<file path="src/source/spmm_pkg.sv">
package spmm_pkg;

  // matrix sizes
  localparam int DATA_WIDTH       = 8;
  localparam int DOT_PRODUCT_SIZE = 5;
  localparam int W_NUM_OF_COLS    = 5;

  // sparse row fields
  localparam int COL_IDX_WIDTH    = 3;
  localparam int ROW_LEN_WIDTH    = 3;

  // flow control
  localparam int FIFO_DEPTH       = 4;
  localparam int OUT_CREDITS      = 2;

  // derived counter widths
  localparam int FIFO_PTR_WIDTH   = $clog2(FIFO_DEPTH);
  localparam int FIFO_CNT_WIDTH   = $clog2(FIFO_DEPTH + 1);
  localparam int CREDIT_WIDTH     = $clog2(OUT_CREDITS + 1);

  typedef logic [DATA_WIDTH-1:0]     data_t;
  typedef logic [COL_IDX_WIDTH-1:0]  col_idx_t;
  typedef logic [ROW_LEN_WIDTH-1:0]  row_len_t;
  typedef logic [FIFO_PTR_WIDTH-1:0] fifo_ptr_t;
  typedef logic [FIFO_CNT_WIDTH-1:0] fifo_cnt_t;
  typedef logic [CREDIT_WIDTH-1:0]   credit_t;

  // one compressed row of H, entries at positions below row_len are valid
  typedef struct packed {
    col_idx_t [DOT_PRODUCT_SIZE-1:0] col_idx;
    data_t    [DOT_PRODUCT_SIZE-1:0] value;
    row_len_t                        row_len;
    logic                            last;
  } hrow_t;

  // W row on the write side, W column per lane
  // W is square here so both uses have five elements
  typedef data_t [DOT_PRODUCT_SIZE-1:0] wrow_t;

  // one dense result row
  typedef struct packed {
    data_t [W_NUM_OF_COLS-1:0] data;
    logic                      last;
  } out_row_t;

  // row controller states
  typedef enum logic [1:0] {
    IDLE,
    RUN,
    HOLD
  } spmm_state_t;

endpackage

</file>
<file path="src/source/row_fifo.sv">
module row_fifo (
  input  logic            clk,
  input  logic            rst_n_i,
  // write side, guarded by sender credits
  input  logic            push_i,
  input  spmm_pkg::hrow_t push_row_i,
  // read side
  input  logic            pop_i,
  output logic            head_valid_o,
  output spmm_pkg::hrow_t head_row_o,
  // one credit back per freed slot
  output logic            credit_o
);
  import spmm_pkg::*;

  hrow_t     mem_q [FIFO_DEPTH];
  fifo_ptr_t wr_ptr_q;
  fifo_ptr_t rd_ptr_q;
  fifo_cnt_t count_q;
  logic      do_pop;

  assign head_valid_o = (count_q != '0);
  assign head_row_o   = mem_q[rd_ptr_q];
  assign do_pop       = pop_i && head_valid_o;

  // slot freed in the pop cycle
  assign credit_o     = do_pop;

  // row storage
  always_ff @(posedge clk) begin
    if (push_i) begin
      mem_q[wr_ptr_q] <= push_row_i;
    end
  end

  // pointers wrap naturally at FIFO_DEPTH
  always_ff @(posedge clk or negedge rst_n_i) begin
    if (!rst_n_i) begin
      wr_ptr_q <= '0;
      rd_ptr_q <= '0;
    end else begin
      if (push_i) begin
        wr_ptr_q <= wr_ptr_q + 1'b1;
      end
      if (do_pop) begin
        rd_ptr_q <= rd_ptr_q + 1'b1;
      end
    end
  end

  // occupancy
  always_ff @(posedge clk or negedge rst_n_i) begin
    if (!rst_n_i) begin
      count_q <= '0;
    end else begin
      case ({push_i, do_pop})
        2'b10:   count_q <= count_q + 1'b1;
        2'b01:   count_q <= count_q - 1'b1;
        default: count_q <= count_q;
      endcase
    end
  end

endmodule

</file>
<file path="src/source/weight_store.sv">
module weight_store (
  input  logic                                          clk,
  input  logic                                          rst_n_i,
  // row write port
  input  logic                                          we_i,
  input  spmm_pkg::col_idx_t                            row_i,
  input  spmm_pkg::wrow_t                               data_i,
  // transposed read, one W column per lane
  output spmm_pkg::wrow_t [spmm_pkg::W_NUM_OF_COLS-1:0] cols_o
);
  import spmm_pkg::*;

  // W kept row major, one wrow_t per shared-dimension index
  wrow_t [DOT_PRODUCT_SIZE-1:0] w_q;

  always_ff @(posedge clk or negedge rst_n_i) begin
    if (!rst_n_i) begin
      w_q <= '0;
    end else if (we_i && (row_i < col_idx_t'(DOT_PRODUCT_SIZE))) begin
      w_q[row_i] <= data_i;
    end
  end

  // transpose, lane c sees W[k][c] for every k
  for (genvar c = 0; c < W_NUM_OF_COLS; c++) begin : g_col
    for (genvar k = 0; k < DOT_PRODUCT_SIZE; k++) begin : g_row
      assign cols_o[c][k] = w_q[k][c];
    end
  end

endmodule

</file>
<file path="src/source/spv.sv">
module spv (
  input  logic            clk,
  input  logic            rst_n_i,
  // row and weight column
  input  logic            start_i,
  input  spmm_pkg::hrow_t row_i,
  input  spmm_pkg::wrow_t wcol_i,
  // result
  output logic            done_o,
  output spmm_pkg::data_t result_o
);
  import spmm_pkg::*;

  hrow_t    row_q;
  row_len_t idx_q;
  row_len_t idx_next;
  data_t    acc_q;
  logic     busy_q;
  logic     done_q;
  data_t    entry_val;
  data_t    entry_w;
  data_t    prod;

  // current entry and its gathered weight
  assign entry_val = row_q.value[idx_q];
  assign entry_w   = wcol_i[row_q.col_idx[idx_q]];

  // product kept at 8 bits, sum wraps modulo 256
  assign prod      = entry_val * entry_w;
  assign idx_next  = idx_q + 1'b1;

  assign done_o    = done_q;
  assign result_o  = acc_q;

  // latched row and running sum
  always_ff @(posedge clk) begin
    if (start_i) begin
      row_q <= row_i;
      acc_q <= '0;
    end else if (busy_q) begin
      acc_q <= acc_q + prod;
    end
  end

  // entry counter and done pulse
  always_ff @(posedge clk or negedge rst_n_i) begin
    if (!rst_n_i) begin
      idx_q  <= '0;
      busy_q <= 1'b0;
      done_q <= 1'b0;
    end else begin
      done_q <= 1'b0;
      if (start_i) begin
        idx_q <= '0;
        // empty row finishes right away with a zero sum
        if (row_i.row_len == '0) begin
          busy_q <= 1'b0;
          done_q <= 1'b1;
        end else begin
          busy_q <= 1'b1;
        end
      end else if (busy_q) begin
        idx_q <= idx_next;
        if (idx_next == row_q.row_len) begin
          busy_q <= 1'b0;
          done_q <= 1'b1;
        end
      end
    end
  end

endmodule

</file>
<file path="src/source/spmm.sv">
module spmm (
  input  logic                                          clk,
  input  logic                                          rst_n_i,
  // sparse rows from the input buffer
  input  logic                                          head_valid_i,
  input  spmm_pkg::hrow_t                               head_row_i,
  output logic                                          pop_o,
  // weight columns
  input  spmm_pkg::wrow_t [spmm_pkg::W_NUM_OF_COLS-1:0] w_cols_i,
  // dense output rows
  output logic                                          out_valid_o,
  output spmm_pkg::out_row_t                            out_row_o,
  input  logic                                          out_credit_i
);
  import spmm_pkg::*;

  spmm_state_t               state_q;
  spmm_state_t               state_d;
  credit_t                   credit_q;
  logic                      last_q;
  logic                      out_valid_q;
  out_row_t                  out_row_q;
  logic [W_NUM_OF_COLS-1:0]  lane_done;
  data_t [W_NUM_OF_COLS-1:0] lane_result;
  logic                      all_done;
  logic                      has_credit;
  logic                      emit;

  assign has_credit  = (credit_q != '0);
  assign all_done    = &lane_done;

  // accept a row and start the lanes in one cycle
  assign pop_o       = (state_q == IDLE) && head_valid_i;

  assign out_valid_o = out_valid_q;
  assign out_row_o   = out_row_q;

  always_comb begin
    state_d = state_q;
    emit    = 1'b0;
    case (state_q)
      IDLE: begin
        if (head_valid_i) begin
          state_d = RUN;
        end
      end
      RUN: begin
        if (all_done) begin
          if (has_credit) begin
            emit    = 1'b1;
            state_d = IDLE;
          end else begin
            state_d = HOLD;
          end
        end
      end
      HOLD: begin
        // lanes keep their sums until the next start
        if (has_credit) begin
          emit    = 1'b1;
          state_d = IDLE;
        end
      end
      default: state_d = IDLE;
    endcase
  end

  always_ff @(posedge clk or negedge rst_n_i) begin
    if (!rst_n_i) begin
      state_q     <= IDLE;
      out_valid_q <= 1'b0;
    end else begin
      state_q     <= state_d;
      out_valid_q <= emit;
    end
  end

  // output credits, taken while out_valid_o is high
  always_ff @(posedge clk or negedge rst_n_i) begin
    if (!rst_n_i) begin
      credit_q <= credit_t'(OUT_CREDITS);
    end else begin
      case ({out_credit_i, out_valid_q})
        2'b10:   credit_q <= credit_q + 1'b1;
        2'b01:   credit_q <= credit_q - 1'b1;
        default: credit_q <= credit_q;
      endcase
    end
  end

  // last flag and result payload
  always_ff @(posedge clk) begin
    if (pop_o) begin
      last_q <= head_row_i.last;
    end
    if (emit) begin
      out_row_q.data <= lane_result;
      out_row_q.last <= last_q;
    end
  end

  // one lane per W column
  for (genvar i = 0; i < W_NUM_OF_COLS; i++) begin : g_lane
    spv u_spv (
      .clk      (clk),
      .rst_n_i  (rst_n_i),
      .start_i  (pop_o),
      .row_i    (head_row_i),
      .wcol_i   (w_cols_i[i]),
      .done_o   (lane_done[i]),
      .result_o (lane_result[i])
    );
  end

endmodule

</file>
<file path="src/source/spmm_top.sv">
module spmm_top (
  input  logic                  clk,
  input  logic                  rst_n_i,
  // weight load
  input  logic                  wt_we_i,
  input  spmm_pkg::col_idx_t    wt_row_i,
  input  spmm_pkg::wrow_t       wt_data_i,
  // sparse rows in, credit based
  input  logic                  hrow_valid_i,
  input  spmm_pkg::hrow_t       hrow_i,
  output logic                  hrow_credit_o,
  // dense rows out, credit based
  output logic                  out_valid_o,
  output spmm_pkg::out_row_t    out_row_o,
  input  logic                  out_credit_i
);
  import spmm_pkg::*;

  logic                     head_valid;
  hrow_t                    head_row;
  logic                     pop;
  wrow_t [W_NUM_OF_COLS-1:0] w_cols;

  row_fifo u_row_fifo (
    .clk          (clk),
    .rst_n_i      (rst_n_i),
    .push_i       (hrow_valid_i),
    .push_row_i   (hrow_i),
    .pop_i        (pop),
    .head_valid_o (head_valid),
    .head_row_o   (head_row),
    .credit_o     (hrow_credit_o)
  );

  weight_store u_weight_store (
    .clk     (clk),
    .rst_n_i (rst_n_i),
    .we_i    (wt_we_i),
    .row_i   (wt_row_i),
    .data_i  (wt_data_i),
    .cols_o  (w_cols)
  );

  spmm u_spmm (
    .clk          (clk),
    .rst_n_i      (rst_n_i),
    .head_valid_i (head_valid),
    .head_row_i   (head_row),
    .pop_o        (pop),
    .w_cols_i     (w_cols),
    .out_valid_o  (out_valid_o),
    .out_row_o    (out_row_o),
    .out_credit_i (out_credit_i)
  );

endmodule

</file>
<file path="config.mk">
export PLATFORM = sky130hd
export DESIGN_NAME = spmm_top
export DESIGN_NICKNAME = d
export VERILOG_FILES = /design/src/source/spmm_pkg.sv /design/src/source/row_fifo.sv /design/src/source/weight_store.sv /design/src/source/spv.sv /design/src/source/spmm.sv /design/src/source/spmm_top.sv
export SDC_FILE = /design/constraint.sdc
export NUM_CORES = 1
export LEC_CHECK = 0
export ABC_CLOCK_PERIOD_IN_PS = 16690
export BUFFER_PORTS_ARGS = -buffer_cell sky130_fd_sc_hd__buf_4
export CAP_MARGIN = 40
export CELL_PAD_IN_SITES_DETAIL_PLACEMENT = 1
export CELL_PAD_IN_SITES_GLOBAL_PLACEMENT = 2
export CORE_MARGIN = 2
export CORE_UTILIZATION = 24
export CTS_CLUSTER_DIAMETER = 40
export DETAILED_ROUTE_END_ITERATION = 6
export GPL_ROUTABILITY_DRIVEN = 0
export PLACE_DENSITY_LB_ADDON = 0.05
export SETUP_SLACK_MARGIN = 0.3
export SYNTH_ARGS = -nofsm -noshare
export SYNTH_HDL_FRONTEND = slang
export SYNTH_HIERARCHICAL = 1
export SYNTH_SLANG_ARGS = --single-unit
export TNS_END_PERCENT = 20
</file>
<file path="constraint.sdc">
create_clock -name clk -period 16.69 [get_ports clk]
set_clock_uncertainty 0.1 [all_clocks]
set_input_delay 1.669 -clock clk [delete_from_list [all_inputs] [get_ports clk]]
set_output_delay 1.669 -clock clk [all_outputs]
set_load 0.02 [all_outputs]
</file>
## Word-level counts from Yosys, hierarchy flattened

Memory sizes are Yosys's and may differ from the RTL's.
Cells that the tools add are included.

| word-level totals | value |
|---|---|
| memories kept | 1 |
| output and inout bits | 43 |
| bits in writable memories | 236 |
| flip-flop bits (word level) | 377 |
| logic and storage cells | 222 |
| bits in latches | 0 |
| memory bits (read-only) | 0 |

| cells by class | value |
|---|---|
| eq/ne operators | 14 |
| $lt $le $gt $ge | 13 |
| reductions and logical operators | 17 |
| bitwise logic cells | 0 |
| div/mod/pow operators | 0 |
| shift-type cells | 0 |
| multiplexer cells | 87 |
| add/subtract/negate cells | 16 |
| $mul | 5 |

Memory list:

| memory | words | bits a word | read ports | clocked after memory_dff | write ports | RTL line | RTL |
|---|---|---|---|---|---|---|---|
| u_row_fifo.mem_q | 4 | 59 | 1 | 0 | 1 | row_fifo.sv:16 | `hrow_t mem_q [FIFO_DEPTH];` |

Operators with widths:

| operator | number |
|---|---|
| 8-bit binary-select mux with 3-bit select | 10 |
| 200-bit bitwise mux | 1 |
| 40-bit demux with 3-bit select | 1 |
| 8-bit 2-to-1 mux | 10 |
| 3-bit binary-select mux with 3-bit select | 5 |
| 3-bit 2-to-1 mux | 15 |
| 3-bit by 4-bit less-than comparator with 1-bit output, second input constant | 11 |
| 8-bit adder | 5 |
| 8-bit by 8-bit multiplier with 8-bit output | 5 |
| 40-bit 2-to-1 mux | 1 |
| 1-bit 2-to-1 mux | 36 |
| 3-bit by 1-bit adder with 3-bit output, second input constant | 6 |
| 2-bit nonzero test | 8 |
| 3-bit == test | 5 |
| 2-bit 2-to-1 mux | 4 |
| 2-bit by 1-bit adder with 2-bit output, second input constant | 3 |
| 2-bit by 1-bit == test with 1-bit output, second input constant | 3 |
| 2-bit == test, second input constant | 3 |
| 2-bit case mux with 3 select lines | 1 |
| 3-bit case mux with 2 select lines | 1 |
| 5-bit AND reduction | 1 |
| 1-bit logical AND | 4 |
| 2-bit by 1-bit != test with 1-bit output, second input constant | 2 |
| 2-bit case mux with 2 select lines | 1 |
| 10 further kinds | 10 |

## Longest topological paths before layout

Gate-level depths: netlist (run 1).

| logic depth | value |
|---|---|
| word-level depth | 6 |
| gate-level depth with buffers | 28 |
| mapped depth without buffers | 24 |

## Hierarchy

The synthesis (run 1) kept the hierarchy.

Modules (own cells, without submodules):

| module | seq. area each (sq um) | area an instance (sq um) | cells an instance | times used |
|---|---|---|---|---|
| row_fifo | 7262.0 | 8983.6 | 345 | 1 |
| spv at u_spmm.g_lane[2].u_spv ... | 2026.9 | 4357.9 | 369 | 2 |
| spv at u_spmm.g_lane[1].u_spv ... | 2026.9 | 4330.4 | 363 | 2 |
| weight_store | 5004.8 | 7523.5 | 425 | 1 |
| spv at u_spmm.g_lane[0].u_spv | 2026.9 | 4469.3 | 379 | 1 |
| spmm | 1387.6 | 1622.8 | 80 | 1 |

## Worst setup path after synthesis (run 1)

OpenSTA, ideal clock, no wires.

| timing path | value |
|---|---|
| path type | register to output |
| start point | register u_spmm.state_q[0] |
| end point | output hrow_credit_o |
| setup slack | 6292 ps |
| data arrival time | 8629 ps |
| stages on the path, launching flop included | 5 |
| buffers on the path | 0 |
| data required time | 14921 ps |
| cells stage by stage | dfrtp_1 inv_1 ha_1 and2_1 o31a_1 |

| between the ends | value |
|---|---|
| longest elaborated chain between the ends | 3 |

RTL lines:

| element | RTL line | RTL |
|---|---|---|
| from (decl) | spmm.sv:17 | `spmm_state_t state_q;` |
| from (signal assigned) | spmm.sv:73 | `state_q <= state_d;` |
| 2-bit zero test | spmm.sv:33 | `assign pop_o = (state_q == IDLE) && head_valid_i;` |
| 1-bit logical AND | spmm.sv:33 |  |
| via pop | spmm_top.sv:21 | `logic pop;` |
| 1-bit logical AND | row_fifo.sv:24 | `assign do_pop = pop_i && head_valid_o;` |
| to (decl) | spmm_top.sv:11 | `output logic hrow_credit_o,` |

The timed path passes the listed nets, and every way through them passes these cells.

## Worst setup path in the final report (run 1)

| timing path | value |
|---|---|
| start point | register u_spmm.g_lane[4].u_spv.idx_q[1] |
| end point | register u_spmm.g_lane[4].u_spv.acc_q[7] |

| between the ends | value |
|---|---|
| longest elaborated chain between the ends | 6 |

RTL lines:

| element | RTL line | RTL |
|---|---|---|
| from (decl) | spv.sv:15 | `row_len_t idx_q;` |
| from (signal assigned) | spv.sv:63 | `idx_q <= idx_next;` |
| 3-bit binary-select mux with 3-bit select | spv.sv:26 | `assign entry_w = wcol_i[row_q.col_idx[idx_q]];` |
| 3-bit 2-to-1 mux (implied by the code) | spv.sv:26 |  |
| 8-bit binary-select mux with 3-bit select | spv.sv:26 |  |
| 8-bit 2-to-1 mux (implied by the code) | spv.sv:26 |  |
| 8-bit by 8-bit multiplier with 8-bit output * | spv.sv:29 | `assign prod = entry_val * entry_w;` |
| 8-bit adder * | spv.sv:41 | `acc_q <= acc_q + prod;` |
| to (signal assigned) | spv.sv:41 |  |
| to (decl) | spv.sv:17 | `data_t acc_q;` |

Every way passes the cells marked *; elsewhere a longest branch is shown, timed or not. The select of a mux whose other input is x is not followed.
A chain may end at the register's enable or synchronous reset.

==> summary.txt, run 1 <==
Status
  • Run status: complete, no violations

Setup path
  • Path length in cells of the critical path: 23
  • List of cells traversed by the critical path: nand2b_1 -> o221ai_2 -> buf_6 -> mux2i_1 -> nor3_1 -> a311o_1 -> and2_1 -> fa_1 -> ha_1 -> ha_1 -> inv_1 -> fa_1 -> inv_1 -> ha_1 -> fa_1 -> a21o_1 -> a21oi_1 -> xnor2_1 -> a21oi_1 -> a32o_1 -> xnor3_1 -> or4b_1 -> o311ai_1
  • Setup Crit Path Kind: reg2reg
  • Kind of cell adding the most delay to the critical path: adder cells
  • Capturing point of the worst reg2reg path: u_spmm/g_lane[4].u_spv/result_o[7]
  • Worst Path Required: 17.27 ns
  • Worst Setup Start Kind: flop
  • Startpoint of the lowest-slack register-to-register path: u_spmm/g_lane[4].u_spv/idx_q[1]
  • Category of the worst setup path capture point: flop
  • Buffers plus inverters on the worst setup path: 3
  • Worst reg2reg setup slack: roughly 9.6 ns
  • Critical Path AT: 7.71 ns
  • Crit. Startpoint: u_spmm/g_lane[4].u_spv/idx_q[1]
  • Cell depth of the worst flop-to-flop path: 23
  • Crit Path Max Fanout: 16
  • CP max-delay cell: dfrtp_1
  • Delay of the slowest cell on the worst path: 0.71 ns

Detailed routing
  • Ratio of routed vias to standard cells: between 4 and 5
  • Routed wire per std cell: 23.6 um
  • Routed Antenna Nets: 0
  • Wire length reported by the detailed router: ~130000 um
  • Vias: 23.2k
  • Total DRC errors in the routed layout: 0
  • Starting DRT DRC Count: approximately 1.2k
  • Detailed-router iteration count before antenna repair: 5

Hold path
  • Worst hold path startpoint: u_spmm/g_lane[3].u_spv/result_o[3]
  • Classification of the worst-slack hold path: reg2reg
  • Hold-critical path depth: 0
  • Min-Delay Endpoint: u_spmm/out_row_o[28]

GRT
  • Vias in the first global route: 26.3k
  • First-pass GRT wire length: about 180000 um
  • GRT Residual Overflow: 0
  • Pin count of the biggest net entering global routing: 138
  • Number of antenna violations at the first check in global routing: 31
  • GRT Overall Usage: 0.151

CTS
  • Clock buffer count from CTS: 180
  • Clock net sink count: 845
  • Maximum level of the CTS H-tree: 4
  • Number of gates resized after cts: 0
  • Clock Tree Root: clkbuf_16
  • CTS tree: built
  • Hold-fix buffers at CTS: 0
  • Clk buf depth: 3
  • Clock edge transition at the registers on the reported setup and hold paths: 0.05 ns
  • Clock latency on the worst-skew pair: 0.80 ns
  • Number of buffers inserted by post-CTS setup repair: 0

Timing
  • Slew of the pin with the lowest slew margin: ~1.0 ns
  • Period utilisation layout: 0.427
  • Setup_tns: 0 ns
  • Final setup violation count: 0
  • Minimum clock period: 7.13 ns
  • Tightest slew margin relative to the limit: 0.303
  • Hold Vio Cnt, Final: 0
  • RSZ-0062 raised after global routing: no
  • Final number of max-transition violations: 0
  • Timing-limited maximum frequency: 0.140 GHz

Logic synthesis
  • Count of distinct cell types in the synthesized netlist: 104
  • Number of enable flip-flop cells after synthesis: between 500 and 600
  • Seq cells post-synth: between 800 and 900
  • Count of yosys warnings during synthesis: 6
  • Cells after synthesis: 2693
  • Average cell area after synthesis: 14.8 um^2
  • Asr flop ratio synth: 0.280
  • Fraction of the yosys area taken by sequential cells: 0.595
  • Total nets after synthesis: 2991
  • Post-synth design cell area: 40000 um^2
  • Most instantiated flip-flop cell in the synthesis netlist: edfxtp_1

Finish
  • Commonest non-fill, non-tap cell in the layout: edfxtp_1
  • Leading cell types in the layout, fill and taps excluded: 568 x edfxtp_1, 234 x dfrtp_1, 196 x inv_1
  • Fraction of final layout cells with drive strength greater than 1: 0.280
  • Post-synthesis to final-layout area growth: 25.4%
  • # nets final: 3271

Floorplan
  • Placeable core area: 165000 um^2
  • Die W: 412 um
  • I/O pin cnt: 150
  • Die ar.: 170000 um^2
  • Height of the die: between 400 and 500 um
  • Starting density of the core: 0.242
  • Number of cell rows: 149

Run
  • Total of max-cap violations: 0

Placement
  • Post-DP HPWL: 85700 um
  • Count of input and output buffers: between 100 and 150
[cell type report]
| class | instances | area (um^2) |
|---|---|---|
| Tap cell | 2189 | 2740 |
| Sequential cell | 845 | 23800 |
| Clock buffer | 217 | 4840 |
| Clock inverter | 119 | 1530 |
| Antenna cell | 7 | 17.5 |
| Multi-Input combinational cell | 1540 | 14600 |
| Timing Repair Buffer | 210 | 1860 |
| Fill cell | 17300 | 115000 |
| Inverter | 196 | 736 |
[through the flow]
step | instance area, um^2 | utilization | hold slack [ns] | setup slack, ns | cells
floorplan | 40000 | - | 0.300 | 6.29 | 2693
global placement | 43300 | 0.262 | 0.347 | 9.09 | 4956
detailed placement | 43700 | 0.265 | 0.326 | 9.46 | 4980
CTS | 50100 | 0.303 | 0.365 | 9.42 | 5316
global route | 50100 | 0.303 | 0.371 | 9.08 | 5317
finish | 50100 | 0.303 | 0.361 | 9.56 | 5323
[kinds of logic after synthesis]
group	share of synthesized area
xor+xnor	0.0278
compound gates	0.0545
mux	0.137
simple gates	0.0682
buf+inv	0.0400
flops	0.595
fa+ha+maj	0.0769
[layer usage]
metal	global-route usage	up-vias	routed length [um]
li1	-	10500	-
met1	0.199	12100	57700
met2	0.245	453	59400
met3	0.0339	199	5610
met4	0.0469	22	2790
met5	0	-	156
[sequential cells by signal, indices dropped and copies added, names as in the netlist]
register	flops
u_spmm/g_lane.u_spv/idx_q	15
u_row_fifo/rd_ptr_q	2
u_spmm/state_q	2
u_spmm/g_lane.u_spv/busy_q	5
u_weight_store/cols_o	200
u_row_fifo/mem_q	236
u_spmm/g_lane.u_spv/result_o	40
u_spmm/g_lane.u_spv/row_q	290
u_spmm/g_lane.u_spv/done_o	5
u_row_fifo/wr_ptr_q	2
u_spmm/out_valid_o	1
u_spmm/out_row_o	41
u_row_fifo/count_q	3
u_spmm/credit_q	2
u_spmm/last_q	1
[cells in the mapped netlist (10+ instances only)]
cell type / instances / area [um^2]
or2_2: 19 / 119
fa_1: 91 / 1820
nor3_1: 28 / 140
nor2_1: 143 / 537
xnor2_1: 75 / 657
nand2b_1: 28 / 175
ha_1: 100 / 1250
and2_1: 26 / 163
and3_1: 14 / 87.6
o22a_1: 16 / 140
edfxtp_1: 568 / 17100
buf_4: 18 / 135
mux2_1: 14 / 158
o21ai_0: 36 / 180
dfxtp_1: 40 / 801
o21ai_1: 10 / 50.1
nand3_1: 53 / 265
mux2i_1: 173 / 1730
mux4_2: 58 / 1310
buf_6: 31 / 349
xor2_1: 21 / 184
nor2_2: 10 / 62.6
clkbuf_1: 17 / 63.8
mux2_2: 190 / 2140
a21oi_1: 76 / 380
o22ai_1: 36 / 225
dfrtp_1: 236 / 5910
nand2_1: 77 / 289
inv_1: 196 / 736
nor2b_1: 27 / 169
xnor3_1: 11 / 248
a21o_1: 14 / 105
buf_2: 37 / 185
[worst max path at each step]
| stage | to |
|---|---|
| 2_1_floorplan | hrow_credit_o |
| 4_1_cts | u_spmm/g_lane[4].u_spv/result_o[7] |
| 6_report | u_spmm/g_lane[4].u_spv/result_o[7] |
| 3_3_place_gp | u_spmm/g_lane[4].u_spv/result_o[7] |
| 3_5_place_dp | u_spmm/g_lane[4].u_spv/result_o[7] |
| 5_1_grt | u_spmm/g_lane[4].u_spv/result_o[7] |
Power of run 1 is not shown: default switching activity piles up to over one toggle a cycle in this logic, so the estimate is an artifact.
==> inputs of run 2 (changes only) <==
Settings changed: ABC_CLOCK_PERIOD_IN_PS 16690 to 6200.
Clock period 16.69 ns to 6.2 ns, I/O delays scaled along.
==> run 2 against run 1 <==
Cell count increased by 5.6%. Worst setup slack got worse by 9.3 ns. Count of clock-buffer cells in the layout increased by 1. Via count is 4.8% higher. Sequential cell count unchanged. Worst hold slack lost 0.16 ns. Core utilization increased by 1.8 points. Routed wire length up 2.8%. Critical endpoint unchanged.
==> summary.txt, run 2 (synthesis gave the netlist of run 1 again) <==
Finish
  • Commonest non-fill, non-tap cell in the layout: edfxtp_1
  • Post-synthesis to final-layout area growth: 32.6%
  • Leading cell types in the layout, fill and taps excluded: 568 x edfxtp_1, 378 x buf_4, 223 x dfrtp_1
  • Number of fill cells in the layout: 17.3k
  • Most flops, register: u_spmm/g_lane.u_spv/row_q
  • Fraction of final layout cells with drive strength greater than 1: 0.348
  • # nets final: 3566
  • Flip-flop count of the largest register after layout: 290

Setup path
  • Worst Setup Start Kind: flop
  • Startpoint of the lowest-slack register-to-register path: u_spmm/g_lane[4].u_spv/idx_q[0]
  • Capturing point of the worst reg2reg path: u_spmm/g_lane[4].u_spv/result_o[7]
  • Worst reg2reg setup slack: around 0.29 ns
  • Cell repeated most along the worst path: inv_1
  • Cell depth of the worst flop-to-flop path: 25
  • Worst Path Required: 6.78 ns
  • Path length in cells of the critical path: 25
  • Crit Path Max Fanout: 6
  • Category of the worst setup path capture point: flop
  • Setup Crit Path Kind: reg2reg
  • Kind of cell adding the most delay to the critical path: adder cells
  • Buffers plus inverters on the worst setup path: 5
  • CP max-delay cell: or4b_1
  • Delay of the slowest cell on the worst path: 0.48 ns
  • Critical Path AT: 6.49 ns

GRT
  • Vias in the first global route: 27.5k
  • Number of antenna violations at the first check in global routing: 33
  • Pin count of the biggest net entering global routing: 176
  • GRT Residual Overflow: 0
  • First-pass GRT wire length: 190000 um
  • GRT Overall Usage: 0.154

Detailed routing
  • Detailed-router iteration count before antenna repair: 5
  • Total DRC errors in the routed layout: 0
  • Ratio of routed vias to standard cells: around 4.3
  • Vias: 24.3k
  • Routed wire per std cell: 23.0 um
  • Starting DRT DRC Count: 1162
  • Routed Antenna Nets: 0
  • Wire length reported by the detailed router: ~130000 um

Run
  • Total of max-cap violations: 0

Timing
  • RSZ-0062 raised after global routing: yes
  • Hold Vio Cnt, Final: 0
  • Tightest slew margin relative to the limit: 0.278
  • Period utilisation layout: 0.954
  • Worst path setup slack after routing: 0.286 ns
  • Final number of max-transition violations: 0
  • Timing-limited maximum frequency: 0.169 GHz
  • Final setup violation count: 0
  • Hold WS: 0.203 ns
  • Slew of the pin with the lowest slew margin: between 1 and 1.5 ns
  • Minimum clock period: around 5.9 ns

Floorplan
  • Height of the die: 412 um
  • Placeable core area: 165000 um^2
  • Die W: 412 um
  • Die ar.: 170000 um^2
  • Starting density of the core: 0.242
  • Number of cell rows: ~150
  • I/O pin cnt: 150

Hold path
  • Worst hold path startpoint: out_credit_i
  • Classification of the worst-slack hold path: in2reg
  • Min-Delay Endpoint: u_spmm/credit_q[0]
  • Hold-critical path depth: 4

CTS
  • CTS tree: built
  • Maximum level of the CTS H-tree: 4
  • Clock Tree Root: clkbuf_16
  • Clock net sink count: 845
  • Clock latency on the worst-skew pair: 0.80 ns
  • Clock edge transition at the registers on the reported setup and hold paths: 0.05 ns
  • Clock buffer count from CTS: around 180
  • Clk buf depth: 3

Placement
  • Count of input and output buffers: 149
  • Post-DP HPWL: between 80000 and 90000 um
  • Post-Place Setup Slack: -0.190 ns

Status
  • Run status: complete, no violations
## run 2: cell types whose count changed in the layout (fill, tap and decap cells not counted), sizes merged
| cell | previous run | this run |
|---|---|---|
| clkbuf | 217 | 218 |
| diode | 7 | 8 |
| buf | 210 | 408 |
| clkinv | 59 | 58 |
| bufinv | 29 | 18 |
| dlygate4sd3 | 0 | 101 |
| clkinvlp | 14 | 20 |
| inv | 213 | 214 |
## run 2: worst max-delay path by stage
stage | from | end | slack, ns
3_3_place_gp | u_spmm/g_lane[1].u_spv/idx_q[0] | u_spmm/g_lane[1].u_spv/result_o[7] | -0.15
2_1_floorplan | u_spmm/g_lane[0].u_spv/idx_q[2] | u_spmm/g_lane[0].u_spv/result_o[7] | 0.19
6_report | u_spmm/g_lane[4].u_spv/idx_q[0] | u_spmm/g_lane[4].u_spv/result_o[7] | 0.29
4_1_cts | u_spmm/g_lane[4].u_spv/idx_q[1] | u_spmm/g_lane[4].u_spv/result_o[7] | 0.25
5_1_grt | u_spmm/g_lane[4].u_spv/idx_q[0] | u_spmm/g_lane[4].u_spv/result_o[7] | 0.01
3_5_place_dp | u_spmm/g_lane[1].u_spv/idx_q[0] | u_spmm/g_lane[1].u_spv/result_o[7] | -0.19
## run 2: final cells by class
class	instances	area [um^2]	area share
well taps	2189	2740	0.0517
inverters	196	736	0.0139
flip-flops and latches	845	23800	0.449
repair buffers	509	4370	0.0824
diodes	8	20.0	0.000378
multi-input cells	1540	15300	0.288
clock inverters	114	1320	0.0249
clock buffers	218	4730	0.0893
## run 2: layer usage
metal,global-route usage,share of wire,vias to the layer above
li1,-,-,11100
met1,0.203,0.46,12600
met2,0.258,0.48,435
met3,0.0287,0.038,193
met4,0.0451,0.021,10
met5,0,0.00038,-
## run 2: through the flow
| step | util | TNS (ns) | std cells | area, um^2 |
|---|---|---|---|---|
| finish | 0.321 | 0 | 5619 | 53000 |
| detailed placement | 0.271 | -0.465 | 5132 | 44800 |
| CTS | 0.319 | 0 | 5598 | 52700 |
| floorplan | - | 0 | 2693 | 40000 |
| global route | 0.321 | 0 | 5617 | 53000 |
| global placement | 0.270 | -0.264 | 5121 | 44600 |
## run 2: repair_timing
item                                    CTS  global route
resized for setup                       110            60
buffers inserted                         33            13
endpoints found under the setup margin    5             5
endpoints found under the hold margin   495             0
hold buffers                            101             0
pin swaps                                53            35
## run 2: worst min-delay path, stage by stage
cell,delay (ns)
buf_4,0.11
inv_1,0.06
ha_1,0.17
xnor2_1,0.07
Power of run 2 is left out for the same reason.
